<file path="src/include/io_defs.svh">
`ifndef IO_DEFS_SVH
`define IO_DEFS_SVH

// --------------------------------------------------
// I/O space map
// --------------------------------------------------

// Top four address bits select the region
`define IO_REGION        4'hC

// Word offsets inside the region, low two bits always zero
`define IO_OFS_LED       28'h000_0000
`define IO_OFS_TMR       28'h000_0004
`define IO_OFS_SPI_CTRL  28'h000_0020
`define IO_OFS_SPI_DATA  28'h000_0024

// --------------------------------------------------
// Reset values and timing
// --------------------------------------------------

// Top LED lit out of reset
`define LED_RESET        3'b100

// clk_48 cycles per microsecond tick
`define TMR_PRESCALE     48

`endif

</file>
<file path="src/rtl/io_pkg.sv">
`default_nettype none

package io_pkg;

    // --------------------------------------------------
    // Vector types
    // --------------------------------------------------

    typedef logic [31:0] io_addr_t;
    typedef logic [31:0] io_data_t;
    typedef logic [2:0]  led_bits_t;
    typedef logic [31:0] tmr_count_t;
    typedef logic [7:0]  spi_byte_t;

    // --------------------------------------------------
    // Bus and status bundles
    // --------------------------------------------------

    // One CPU I/O bus cycle
    typedef struct packed {
        logic     addr_strobe;
        logic     read_strobe;
        logic     write_strobe;
        io_addr_t address;
        io_data_t write_data;
    } io_req_t;

    // Decoded register writes, one enable per register
    typedef struct packed {
        logic     led_we;
        logic     spi_ctrl_we;
        logic     spi_data_we;
        io_data_t wdata;
    } reg_wr_t;

    typedef struct packed {
        led_bits_t  led;
        tmr_count_t tmr;
    } sys_status_t;

    // rx_data also holds the byte being shifted while busy
    typedef struct packed {
        logic      cs;
        logic      busy;
        spi_byte_t rx_data;
    } spi_status_t;

endpackage

`default_nettype wire

</file>
<file path="src/rtl/io_decoder.sv">
`timescale 1ns/100ps
`default_nettype none

`include "io_defs.svh"

module io_decoder
    import io_pkg::*;
(
    input  wire         clk_48,
    input  wire         rst_n,

    input  wire io_req_t io_req,

    output reg_wr_t     reg_wr,
    input  wire sys_status_t sys_status,
    input  wire spi_status_t spi_status,

    output logic        io_ready,
    output io_data_t    io_read_data
);

    logic        region_hit;
    logic        access;
    logic        wr_access;
    logic        rd_access;
    logic [27:0] io_ofs;
    io_data_t    rd_mux;

    // --------------------------------------------------
    // Address decode
    // --------------------------------------------------

    assign region_hit = io_req.address[31:28] == `IO_REGION;

    // Byte lanes ignored, every register is word aligned
    assign io_ofs = {io_req.address[27:2], 2'b00};

    assign access    = io_req.addr_strobe && region_hit &&
                       (io_req.read_strobe || io_req.write_strobe);
    assign wr_access = io_req.addr_strobe && region_hit && io_req.write_strobe;
    assign rd_access = io_req.addr_strobe && region_hit && io_req.read_strobe;

    // Write enables go out in the strobe cycle
    always_comb begin
        reg_wr             = '0;
        reg_wr.wdata       = io_req.write_data;
        reg_wr.led_we      = wr_access && (io_ofs == `IO_OFS_LED);
        reg_wr.spi_ctrl_we = wr_access && (io_ofs == `IO_OFS_SPI_CTRL);
        reg_wr.spi_data_we = wr_access && (io_ofs == `IO_OFS_SPI_DATA);
    end

    // --------------------------------------------------
    // Read data
    // --------------------------------------------------

    always_comb begin
        case (io_ofs)
            `IO_OFS_LED: begin
                rd_mux = io_data_t'(sys_status.led);
            end
            `IO_OFS_TMR: begin
                rd_mux = io_data_t'(sys_status.tmr);
            end
            `IO_OFS_SPI_CTRL: begin
                rd_mux = {30'b0, spi_status.busy, spi_status.cs};
            end
            `IO_OFS_SPI_DATA: begin
                rd_mux = io_data_t'(spi_status.rx_data);
            end
            // Holes in the map read as zero
            default: begin
                rd_mux = '0;
            end
        endcase
    end

    always_ff @(posedge clk_48) begin
        if (rd_access) begin
            io_read_data <= rd_mux;
        end
    end

    // --------------------------------------------------
    // Ready, one clock after the strobe
    // --------------------------------------------------

    always_ff @(posedge clk_48 or negedge rst_n) begin
        if (!rst_n) begin
            io_ready <= 1'b0;
        end else begin
            io_ready <= access;
        end
    end

endmodule

`default_nettype wire

</file>
<file path="src/rtl/sys_regs.sv">
`timescale 1ns/100ps
`default_nettype none

`include "io_defs.svh"

module sys_regs
    import io_pkg::*;
(
    input  wire          clk_48,
    input  wire          rst_n,

    input  wire reg_wr_t reg_wr,
    output sys_status_t  sys_status
);

    localparam logic [5:0] PRESCALE_LAST = 6'(`TMR_PRESCALE - 1);

    led_bits_t   led_bits;
    tmr_count_t  tmr_count;
    logic [5:0]  tmr_prescale;

    // --------------------------------------------------
    // LED register
    // --------------------------------------------------

    always_ff @(posedge clk_48 or negedge rst_n) begin
        if (!rst_n) begin
            led_bits <= `LED_RESET;
        end else if (reg_wr.led_we) begin
            led_bits <= reg_wr.wdata[2:0];
        end
    end

    // --------------------------------------------------
    // Microsecond timer
    // --------------------------------------------------

    always_ff @(posedge clk_48 or negedge rst_n) begin
        if (!rst_n) begin
            tmr_prescale <= '0;
            tmr_count    <= '0;
        end else begin
            if (tmr_prescale == PRESCALE_LAST) begin
                tmr_prescale <= '0;
                // Wraps silently after about 71 minutes
                tmr_count    <= tmr_count + 1'b1;
            end else begin
                tmr_prescale <= tmr_prescale + 1'b1;
            end
        end
    end

    assign sys_status.led = led_bits;
    assign sys_status.tmr = tmr_count;

endmodule

`default_nettype wire

</file>
<file path="src/rtl/spi_master.sv">
`timescale 1ns/100ps
`default_nettype none

module spi_master
    import io_pkg::*;
(
    input  wire          clk_48,
    input  wire          rst_n,

    input  wire reg_wr_t reg_wr,
    output spi_status_t  spi_status,

    output logic         spi_cs,
    output logic         spi_clk,
    output logic         spi_mosi,
    input  wire          spi_miso
);

    spi_byte_t   shift_reg;
    logic [3:0]  bit_cnt;
    logic        bit_start;

    // A new bit begins only from the high phase of the clock
    assign bit_start = spi_clk && (bit_cnt != 4'd0);

    // --------------------------------------------------
    // Chip select, clock and bit counter
    // --------------------------------------------------

    always_ff @(posedge clk_48 or negedge rst_n) begin
        if (!rst_n) begin
            spi_cs   <= 1'b1;
            spi_clk  <= 1'b1;
            spi_mosi <= 1'b1;
            bit_cnt  <= 4'd0;
        end else begin
            if (reg_wr.spi_ctrl_we) begin
                spi_cs <= reg_wr.wdata[0];
            end
            if (reg_wr.spi_data_we) begin
                bit_cnt <= 4'd8;
            end

            if (bit_start) begin
                spi_mosi <= shift_reg[7];
                spi_clk  <= 1'b0;
                bit_cnt  <= bit_cnt - 1'b1;
            end

            // Low phase lasts one cycle
            if (!spi_clk) begin
                spi_clk <= 1'b1;
            end
        end
    end

    // --------------------------------------------------
    // Shift register, MSB out first, miso in at bit 0
    // --------------------------------------------------

    always_ff @(posedge clk_48) begin
        if (reg_wr.spi_data_we) begin
            shift_reg <= reg_wr.wdata[7:0];
        end
        if (bit_start) begin
            shift_reg <= {shift_reg[6:0], 1'b0};
        end
        if (!spi_clk) begin
            shift_reg[0] <= spi_miso;
        end
    end

    assign spi_status.cs      = spi_cs;
    assign spi_status.busy    = (bit_cnt != 4'd0) || !spi_clk;
    assign spi_status.rx_data = shift_reg;

endmodule

`default_nettype wire

</file>
<file path="src/rtl/cpu_io_block.sv">
`timescale 1ns/100ps
`default_nettype none

module cpu_io_block
    import io_pkg::*;
(
    input  wire          clk_48,
    input  wire          rst_n,

    // CPU I/O bus
    input  wire io_req_t io_req,
    output logic         io_ready,
    output io_data_t     io_read_data,

    output led_bits_t    led,

    output logic         spi_cs,
    output logic         spi_clk,
    output logic         spi_mosi,
    input  wire          spi_miso
);

    reg_wr_t     reg_wr;
    sys_status_t sys_status;
    spi_status_t spi_status;

    // --------------------------------------------------
    // Bus decode
    // --------------------------------------------------

    io_decoder i_io_decoder (
        .clk_48       (clk_48),
        .rst_n        (rst_n),
        .io_req       (io_req),
        .reg_wr       (reg_wr),
        .sys_status   (sys_status),
        .spi_status   (spi_status),
        .io_ready     (io_ready),
        .io_read_data (io_read_data)
    );

    // --------------------------------------------------
    // Peripherals
    // --------------------------------------------------

    sys_regs i_sys_regs (
        .clk_48     (clk_48),
        .rst_n      (rst_n),
        .reg_wr     (reg_wr),
        .sys_status (sys_status)
    );

    spi_master i_spi_master (
        .clk_48     (clk_48),
        .rst_n      (rst_n),
        .reg_wr     (reg_wr),
        .spi_status (spi_status),
        .spi_cs     (spi_cs),
        .spi_clk    (spi_clk),
        .spi_mosi   (spi_mosi),
        .spi_miso   (spi_miso)
    );

    assign led = sys_status.led;

endmodule

`default_nettype wire

</file>
<file path="config.mk">
export PLATFORM = sky130hd
export DESIGN_NAME = cpu_io_block
export DESIGN_NICKNAME = d
export VERILOG_FILES = /design/src/rtl/io_pkg.sv /design/src/rtl/io_decoder.sv /design/src/rtl/sys_regs.sv /design/src/rtl/spi_master.sv /design/src/rtl/cpu_io_block.sv
export VERILOG_INCLUDE_DIRS = /design/src /design/src/include
export SDC_FILE = /design/constraint.sdc
export NUM_CORES = 1
export LEC_CHECK = 0
export ABC_AREA = 1
export BUFFER_PORTS_ARGS = -buffer_cell sky130_fd_sc_hd__buf_2
export CELL_PAD_IN_SITES_DETAIL_PLACEMENT = 1
export CELL_PAD_IN_SITES_GLOBAL_PLACEMENT = 1
export CORE_MARGIN = 2
export CORE_UTILIZATION = 43
export DETAILED_ROUTE_END_ITERATION = 12
export PLACE_DENSITY_LB_ADDON = 0.1
export SLEW_MARGIN = 0
export SYNTH_ARGS = -nofsm -noshare
export SYNTH_HDL_FRONTEND = slang
export SYNTH_SLANG_ARGS = --single-unit
</file>
<file path="constraint.sdc">
create_clock -name clk_48 -period 3.49 [get_ports clk_48]
set_input_delay 0.349 -clock clk_48 [delete_from_list [all_inputs] [get_ports clk_48]]
set_output_delay 0.349 -clock clk_48 [all_outputs]
set_load 0.02 [all_outputs]
</file>
After elaboration in Yosys (flattened, before gate mapping)
Cells that the tools add are included.
{ "word_totals": {"rom_bits": 0, "mem_bits_rw": 0, "n_memories": 0, "latch_bits": 0, "ff_bits": 89} }
{ "classes": {"n_div": 0, "shift": 0, "mul": 0, "magnitude_cmp": 0, "add_sub_neg": 3, "n_mux": 9, "n_reduce_logical": 14, "eq_ne": 6, "bitwise": 0} }
{ "op_table": {"columns": ["op", "n"], "rows": [
  ["one-hot mux 32 bit (4 select lines)", 1],
  ["== test 26 x 4 -> 1 bit (second input constant)", 2],
  ["adder 32 x 1 -> 32 bit (second input constant)", 1],
  ["zero test 28 bit", 1],
  ["== test 26 x 1 -> 1 bit (second input constant)", 1],
  ["two-way mux 8 bit", 2],
  ["logical AND 1 bit", 8],
  ["two-way mux 4 bit", 2],
  ["adder 6 x 1 -> 6 bit (second input constant)", 1],
  ["== test 6 bit (second input constant)", 1],
  ["two-way mux 6 bit", 1],
  ["== test 4 bit (second input constant)", 1],
  ["nonzero test 4 bit", 1],
  ["subtractor 4 x 1 -> 4 bit (second input constant)", 1],
  ["two-way mux 1 bit", 3],
  ["inequality test 3 bit (second input constant)", 1],
  ["logical OR 1 bit", 2],
  ["nonzero test 2 bit", 1],
  ["zero test 1 bit", 1]
]} }

Longest topological paths before layout
Gate-level depths: netlist of run 1.
{ "depth": {"word_depth": 7, "ltp_mapped": 10, "ltp_nobuf": 10} }

Modules after synthesis
A second synthesis of run 1 with hierarchy kept.
{ "unflattened": {"cells_unflattened": 539, "area_unflattened_um2": 4835.9} }
{ "modules_own_cells": {"columns": ["module", "area_per_inst_um2", "seq_area_each_um2", "instances", "cells_per_inst"], "rows": [
  ["sys_regs", 2159.6, 1027.2, 1, 263],
  ["io_decoder", 1930.6, 985.9, 1, 201],
  ["spi_master", 745.7, 419.2, 1, 75]
]} }

Worst setup path before layout of run 1
Ideal clock, no wire load.
{ "synth_path": {"path_type": "input to register", "startpoint": "input io_req[61] (netlist name)", "endpoint": "register i_io_decoder.io_read_data[0] (enable)", "stages": 3, "t_required_ns": 3.069, "arrival_ns": 1.952, "setup_time_ns": 0.421, "slack_ns": 1.117, "path_buffers": 0, "path_cell_list": "nor2_1 > nand4_1 > nor2_1"} }
{ "synth_via": {"elab_chain_cells": 3} }
{ "synth_rtl": {"columns": ["element", "line_no", "rtl"], "rows": [
  ["from (decl)", "cpu_io_block.sv:11", "input wire io_req_t io_req,"],
  ["== test 4 bit (no source line)", null, null],
  ["logical AND 1 bit (2 in series)", "io_decoder.sv:41", "assign rd_access = io_req.addr_strobe && region_hit && io_req.read_strobe;"],
  ["net i_io_decoder.rd_access", "io_decoder.sv:25", "logic rd_access;"],
  ["to (signal assigned)", "io_decoder.sv:79", "io_read_data <= rd_mux;"],
  ["to (decl)", "io_decoder.sv:19", "output io_data_t io_read_data"]
]} }
The timed path passes the listed nets, and every way through them passes these cells.
A chain may end at the register's enable or synchronous reset.

Worst setup path after layout of run 1
{ "layout_path": {"startpoint": "register i_spi_master.bit_cnt[0]", "endpoint": "register i_spi_master.shift_reg[7] (enable)"} }
{ "layout_via": {"elab_chain_cells": 3} }
{ "layout_rtl": {"columns": ["element", "line_no", "rtl"], "rows": [
  ["from (decl)", "spi_master.sv:20", "logic [3:0] bit_cnt;"],
  ["from (signal assigned)", "spi_master.sv:47", "bit_cnt <= bit_cnt - 1'b1;"],
  ["nonzero test 4 bit", "spi_master.sv:24", "assign bit_start = spi_clk && (bit_cnt != 4'd0);"],
  ["logical AND 1 bit", "spi_master.sv:24", null],
  ["nonzero test 2 bit (no source line)", null, null],
  ["to (signal assigned)", "spi_master.sv:63", "shift_reg <= reg_wr.wdata[7:0];"],
  ["to (signal assigned)", "spi_master.sv:66", "shift_reg <= {shift_reg[6:0], 1'b0};"],
  ["to (decl)", "spi_master.sv:19", "spi_byte_t shift_reg;"]
]} }
No other way between the ends.

==> impl_metrics.env, run 1 <==
export IMPL_grt_usage_pct=19.9
export IMPL_required_ns=3.51
export IMPL_dp_cells=709
export IMPL_hold_viol=0
export IMPL_syn_cell_area_um2=4490
export IMPL_synth_top_area_share_pct=26.7
export IMPL_grt_max_degree=33
export IMPL_drtIter0Drc=147
export IMPL_holdBufCountCts=0
export IMPL_clkTransAtPathRegs_ns=0.09
export IMPL_fillers=1233
export IMPL_placementRows=37
export IMPL_synth_seq_area_share_pct=54.1
export IMPL_power_per_cell_area_nw_per_um2=377
export IMPL_dieArea_um2=11300
export IMPL_fmax_ghz=0.481
export IMPL_cap_violations=0
export IMPL_design_core_area_um2=10200
export IMPL_pin_count=109
export IMPL_start_util_pct=43.9
export IMPL_post_cts_resized=0
export IMPL_fp_dieW_um=106
export IMPL_cp_start_kind="flip-flop"
export IMPL_worstSkewPairLatency_ns=0.36
export IMPL_avgSynthCellArea_um2=9.04
export IMPL_area_growth_pct=17.1
export IMPL_ys_ff_latch=89
export IMPL_cts_tree="done"
export IMPL_fin_crit_sh_pct=59.6
export IMPL_drv_slew=0
export IMPL_syn_instance_count=497
export IMPL_drive_above_1_share_pct=24.6
export IMPL_synth_area_leader_cell="edfxtp_1"
export IMPL_wl_per_cell_um=14.7
export IMPL_ir_worst_vdd_mv=0.219
export IMPL_cts_sinks=89
export IMPL_final_nets=658
export IMPL_gr_total_overflow=0
export IMPL_place_ws_ns=1.41
export IMPL_cts_root_buf="clkbuf_8"
export IMPL_grt_pass1_wl_um=17500
export IMPL_cts_buffers=9
export IMPL_final_core_util_pct=51.4
export IMPL_slowest_delay_ns=0.53
export IMPL_grt_pass1_vias=3726
export IMPL_p_leak_uw=0.00240
export IMPL_cp_arrival_ns=2.10
export IMPL_dp_hpwl_um=8160
export IMPL_clockBufferDepth=2
export IMPL_dieHeight_um=106
export IMPL_cp_common_cell="nand2_1"
export IMPL_firstDrtPassIters=5
export IMPL_place_gp_congestion=0.829
export IMPL_critPathKind="flip-flop to flip-flop"
export IMPL_end_kind="flip-flop"
export IMPL_skew_ns=0.0102
export IMPL_ys_warn_count=0
export IMPL_slowest_stage="nand2_1"
export IMPL_tightest_slew_ns=0.708
export IMPL_drcViolationCount=0
export IMPL_crit_chain="inv_1 > ha_1 > nand3_1 > nand2_1 > nand2_1"
export IMPL_postCtsSetupBuffers=0
export IMPL_vias=3569
export IMPL_tns_ns=0
export IMPL_worst_slack_ns=1.41
export IMPL_r2r_slack_ns=1.41
export IMPL_final_cell_count_no_fill=725
export IMPL_portBuffers=82
export IMPL_rsz0062_at_grt="false"
export IMPL_syn_nets=571
export IMPL_drt_wl_total_um=10700
export IMPL_viasPerCell=4.92
export IMPL_n_antenna_cell=0
export IMPL_slew_headroom_pct=52.7
export IMPL_status="finished clean"
export IMPL_synthTopCellsByArea="edfxtp_1 (27%), dfrtp_1 (25%), nand2_1 (9.8%)"
export IMPL_critPathMaxFanout=24
export IMPL_antenna_found_initial=0
export IMPL_setup_violations=0
export IMPL_fin_crit_ns=2.08
export IMPL_hold_path_class="input pin to async pin"
export IMPL_ant_nets=0
export IMPL_yosysUniqueCellTypes=31
export IMPL_htreeDepth=3
path summary, 6_finish.rpt:
check | to | cells past startpoint | from
max | i_spi_master.shift_reg[7]$_DFFE_PP_ | 5 | i_spi_master.bit_cnt[0]$_DFFE_PN0P_
min | i_spi_master.bit_cnt[2]$_DFFE_PN0P_ | 1 | rst_n
max reg2reg | i_spi_master.shift_reg[7]$_DFFE_PP_ | 5 | i_spi_master.bit_cnt[0]$_DFFE_PN0P_
min reg2reg | i_sys_regs.tmr_prescale[0]$_DFF_PN0_ | 1 | i_sys_regs.tmr_prescale[0]$_DFF_PN0_
max in group asynchronous | i_sys_regs.tmr_count[6]$_DFFE_PN0N_ | 2 | rst_n
min in group clk_48 | i_sys_regs.led_bits[2]$_DFFE_PN1P_ | 3 | io_req[2]
stage by stage:
step	power (µW)	hold WS (ns)	cell area [µm²]
2_1_floorplan	1160	0.0534	4490
5_1_grt	2050	0.0600	5260
3_3_place_gp	1210	0.436	5030
3_5_place_dp	1210	0.440	5030
4_1_cts	2010	0.0410	5260
6_report	1980	0.0272	5260
placed cells by master, fill, tap and decap left out, types with 2 or more instances in the layout:
cell,n
nand2_1,117
buf_2,82
inv_1,72
nor2_1,57
dfrtp_1,45
nand3_1,43
edfxtp_1,40
xor2_1,22
nand4_1,18
nor2_4,14
nor2_2,12
clkbuf_8,10
o21ai_0,9
o22ai_1,5
nor3_1,5
nor3_2,4
ha_1,4
dfstp_2,4
buf_4,4
nand3_2,3
a21oi_1,3
inv_2,2
bufinv_16,2
cell type report:
type / count / area [µm²] / area share, %
well taps: 136 / 170 / 3.23
flip-flops and latches: 89 / 2430 / 46.2
inverters: 74 / 278 / 5.28
clock buffers: 10 / 138 / 2.62
multi-input cells: 324 / 1710 / 32.6
repair buffers: 86 / 440 / 8.37
clock inverters: 6 / 90.1 / 1.71
power breakdown:
group | switching [µW] | internal, µW
clock network | 371 | 425
logic | 49.1 | 31.5
registers | 5.30 | 1100
total | 425 | 1560
cells in the mapped netlist:
master / instances
dfstp_2: 4
nand3_1: 43
or2_2: 1
buf_4: 3
clkbuf_1: 3
inv_2: 2
nor3_4: 1
nand2_1: 117
nand4_1: 18
xor2_1: 22
buf_2: 1
nor2_4: 14
o21ai_0: 9
o22ai_1: 5
nor3b_1: 1
and2_1: 1
nor2_1: 58
xnor2_1: 1
nand2_2: 1
nand3b_1: 1
nand2_4: 1
inv_1: 72
nor3_2: 4
buf_6: 3
nand3_2: 3
dfrtp_1: 45
edfxtp_1: 40
nor3_1: 5
ha_1: 4
a21oi_1: 3
nor2_2: 11
critical path, delay by kind of cell, from the launching register on:
kind / cells / cell delay [ns]
simple gates: 3 / 1.02
flops: 1 / 0.38
fa+ha+maj: 1 / 0.20
buf+inv: 1 / 0.13
routing by layer:
| layer | global-route usage [%] | wire (µm) | up-vias |
|---|---|---|---|
| li1 | - | - | 1760 |
| met1 | 25.2 | 4880 | 1726 |
| met2 | 35.7 | 5290 | 74 |
| met3 | 3.43 | 410 | 9 |
| met4 | 4.42 | 99 | 0 |
| met5 | 0 | 0 | - |
kinds of logic (layout without fill, tap and decap cells):
logic type      after synthesis  after routing  synth area share (%)
compound gates               17             17                  2.03
buf+inv                      84            176                  7.80
flops                        89             89                  54.1
simple gates                280            280                  30.4
xor+xnor                     23             23                  4.48
fa+ha+maj                     4              4                  1.11
(Power assumes the default switching activity.)
==> run 2, diff against run 1 <==
Settings changed: CORE_UTILIZATION 43 to 36.
Clock period 3.49 ns to 1.7 ns, I/O delays scaled along.
==> run 2 against run 1 <==
Net effect:
- first-iteration DRC count rose by 1.4%
- worst setup slack worse by 1.4 ns
- worst hold slack better by 0.029 ns
- via count up 2.2%
- final cell count rose by 7.7%
- critical path type unchanged
==> impl_metrics.env, run 2 (synthesis results as in run 1) <==
export IMPL_status="finished clean"
export IMPL_portBuffers=82
export IMPL_power_frac_seq_pct=52.0
export IMPL_fp_dieW_um=116
export IMPL_fin_crit_sh_pct=97.1
export IMPL_grt_usage_pct=17.6
export IMPL_grt_max_degree=33
export IMPL_rr_worst_depth=8
export IMPL_drive_above_1_share_pct=27.9
export IMPL_cts_root_buf="clkbuf_16"
export IMPL_internal_power_uw=3450
export IMPL_tns_ns=0
export IMPL_worstReg2RegEnd="i_sys_regs.tmr_count[12]$_DFFE_PN0N_"
export IMPL_hold_path_class="input pin to flip-flop"
export IMPL_power_per_cell_area_nw_per_um2=773
export IMPL_n_antenna_cell=0
export IMPL_fmax_ghz=0.606
export IMPL_hold_viol=0
export IMPL_ant_nets=0
export IMPL_slew_headroom_pct=64.1
export IMPL_dp_hpwl_um=8620
export IMPL_cp_start_kind="flip-flop"
export IMPL_drtIter0Drc=149
export IMPL_clockBufferDepth=2
export IMPL_setup_violations=0
export IMPL_htreeDepth=3
export IMPL_p_clk_share_pct=43.9
export IMPL_drv_slew=0
export IMPL_cts_buffers=9
export IMPL_vias=3647
export IMPL_critPathMaxFanout=6
export IMPL_antenna_found_initial=0
export IMPL_viasPerCell=4.67
export IMPL_place_gp_congestion=0.788
export IMPL_rsz0062_at_grt="true"
export IMPL_clkTransAtPathRegs_ns=0.06
export IMPL_dieHeight_um=116
export IMPL_wl_per_cell_um=14.3
export IMPL_p_comb_share_pct=4.0
export IMPL_dieArea_um2=13400
export IMPL_final_cell_mix="nand2_1 (116), buf_2 (82), inv_1 (72)"
export IMPL_fin_crit_ns=1.65
export IMPL_grt_pass1_wl_um=17900
export IMPL_skew_ns=0.00681
export IMPL_end_kind="flip-flop"
export IMPL_cap_violations=0
export IMPL_switchingPower_uw=912
export IMPL_gr_total_overflow=0
export IMPL_r2r_slack_ns=0.05
export IMPL_design_core_area_um2=12100
export IMPL_critPathKind="flip-flop to flip-flop"
export IMPL_grt_pass1_vias=3616
export IMPL_reg2reg_from="i_sys_regs.tmr_prescale[0]$_DFF_PN0_"
export IMPL_switching_share_pct=20.9
export IMPL_hold_end="i_sys_regs.led_bits[2]$_DFFE_PN1P_"
export IMPL_cts_tree="done"
export IMPL_firstDrtPassIters=4
export IMPL_drcViolationCount=0
export IMPL_area_growth_pct=25.6
export IMPL_placementRows=40
export IMPL_drt_wl_total_um=11100
export IMPL_cp_arrival_ns=1.91
export IMPL_finalPower_uw=4370
export IMPL_cts_sinks=89
export IMPL_tightest_slew_ns=0.539
export IMPL_hold_start="io_req[2]"
export IMPL_start_util_pct=37.1
export IMPL_worstSkewPairLatency_ns=0.34
export IMPL_hold_depth=3
export IMPL_required_ns=1.96
export IMPL_pin_count=109
export IMPL_p_leak_uw=0.00258
export IMPL_final_common_cell="nand2_1"
export IMPL_final_nets=682
export IMPL_ir_worst_vdd_mv=0.427
run 2: routing by layer:
layer	GRT usage (%)	share of wire, %
met5	0	0
met4	6.67	1.5
met3	2.88	3.8
met2	28.1	47
met1	24.1	48
run 2: worst max path at each step:
stage	start	end	slack (ns)	cells past startpoint
floorplan	io_req[61]	i_io_decoder.io_read_data[0]$_DFFE_PP_	0.02	3
global placement	i_sys_regs.tmr_prescale[0]$_DFF_PN0_	i_sys_regs.tmr_count[21]$_DFFE_PN0N_	0.09	7
detailed placement	i_sys_regs.tmr_prescale[0]$_DFF_PN0_	i_sys_regs.tmr_count[21]$_DFFE_PN0N_	0.003	7
CTS	i_sys_regs.tmr_prescale[0]$_DFF_PN0_	i_sys_regs.tmr_count[20]$_DFFE_PN0N_	0.02	7
global route	i_sys_regs.tmr_prescale[1]$_DFF_PN0_	i_sys_regs.tmr_count[28]$_DFFE_PN0N_	-0.02	9
finish	i_sys_regs.tmr_prescale[0]$_DFF_PN0_	i_sys_regs.tmr_count[12]$_DFFE_PN0N_	0.05	8
run 2: cell type report:
class	instances	area (µm²)
clock buffer	14	275
clock inverter	2	10.0
fill	1463	6470
inverter	74	278
multi-input combinational	324	1760
sequential	89	2430
tap	168	210
timing repair buffer	110	677
run 2: metrics by stage:
stage	hold WS (ns)	utilization [%]	cells	worst slack, ns	cell area (µm²)
2_1_floorplan	-0.126	-	497	0.0210	4500
3_3_place_gp	0.178	43.4	760	0.0886	5260
3_5_place_dp	0.185	43.4	760	0.00305	5260
4_1_cts	0.0469	45.9	777	0.0225	5560
5_1_grt	0.0784	46.6	781	-0.0173	5650
6_report	0.0562	46.6	781	0.0493	5650
run 2: critical path, stage by stage (launching register included):
cell and delay, ns:
dfrtp_1 0.36, ha_2 0.21, nand3_2 0.13, nor2_4 0.17, buf_12 0.12, nand2_4 0.08, nor2_4 0.21, buf_4 0.15
xor2_1 0.13
run 2: repair_timing:
action | 4_1_cts | 5_1_grt
hold buffers | 1 | 0
hold endpoints to repair | 13 | 0
resized for setup | 1 | 11
pin swaps | 0 | 4
buffers inserted | 0 | 4
setup endpoints to repair | 1 | 15
run 2: power groups by stage:
stage               Sequential, µW  Clock, µW  Combinational (µW)
floorplan                     2330          0                42.1
detailed placement            2320          0                 179
finish                        2270       1920                 176
global route                  2270       2070                 200
CTS                           2270       1980                 181
global placement              2320          0                 171
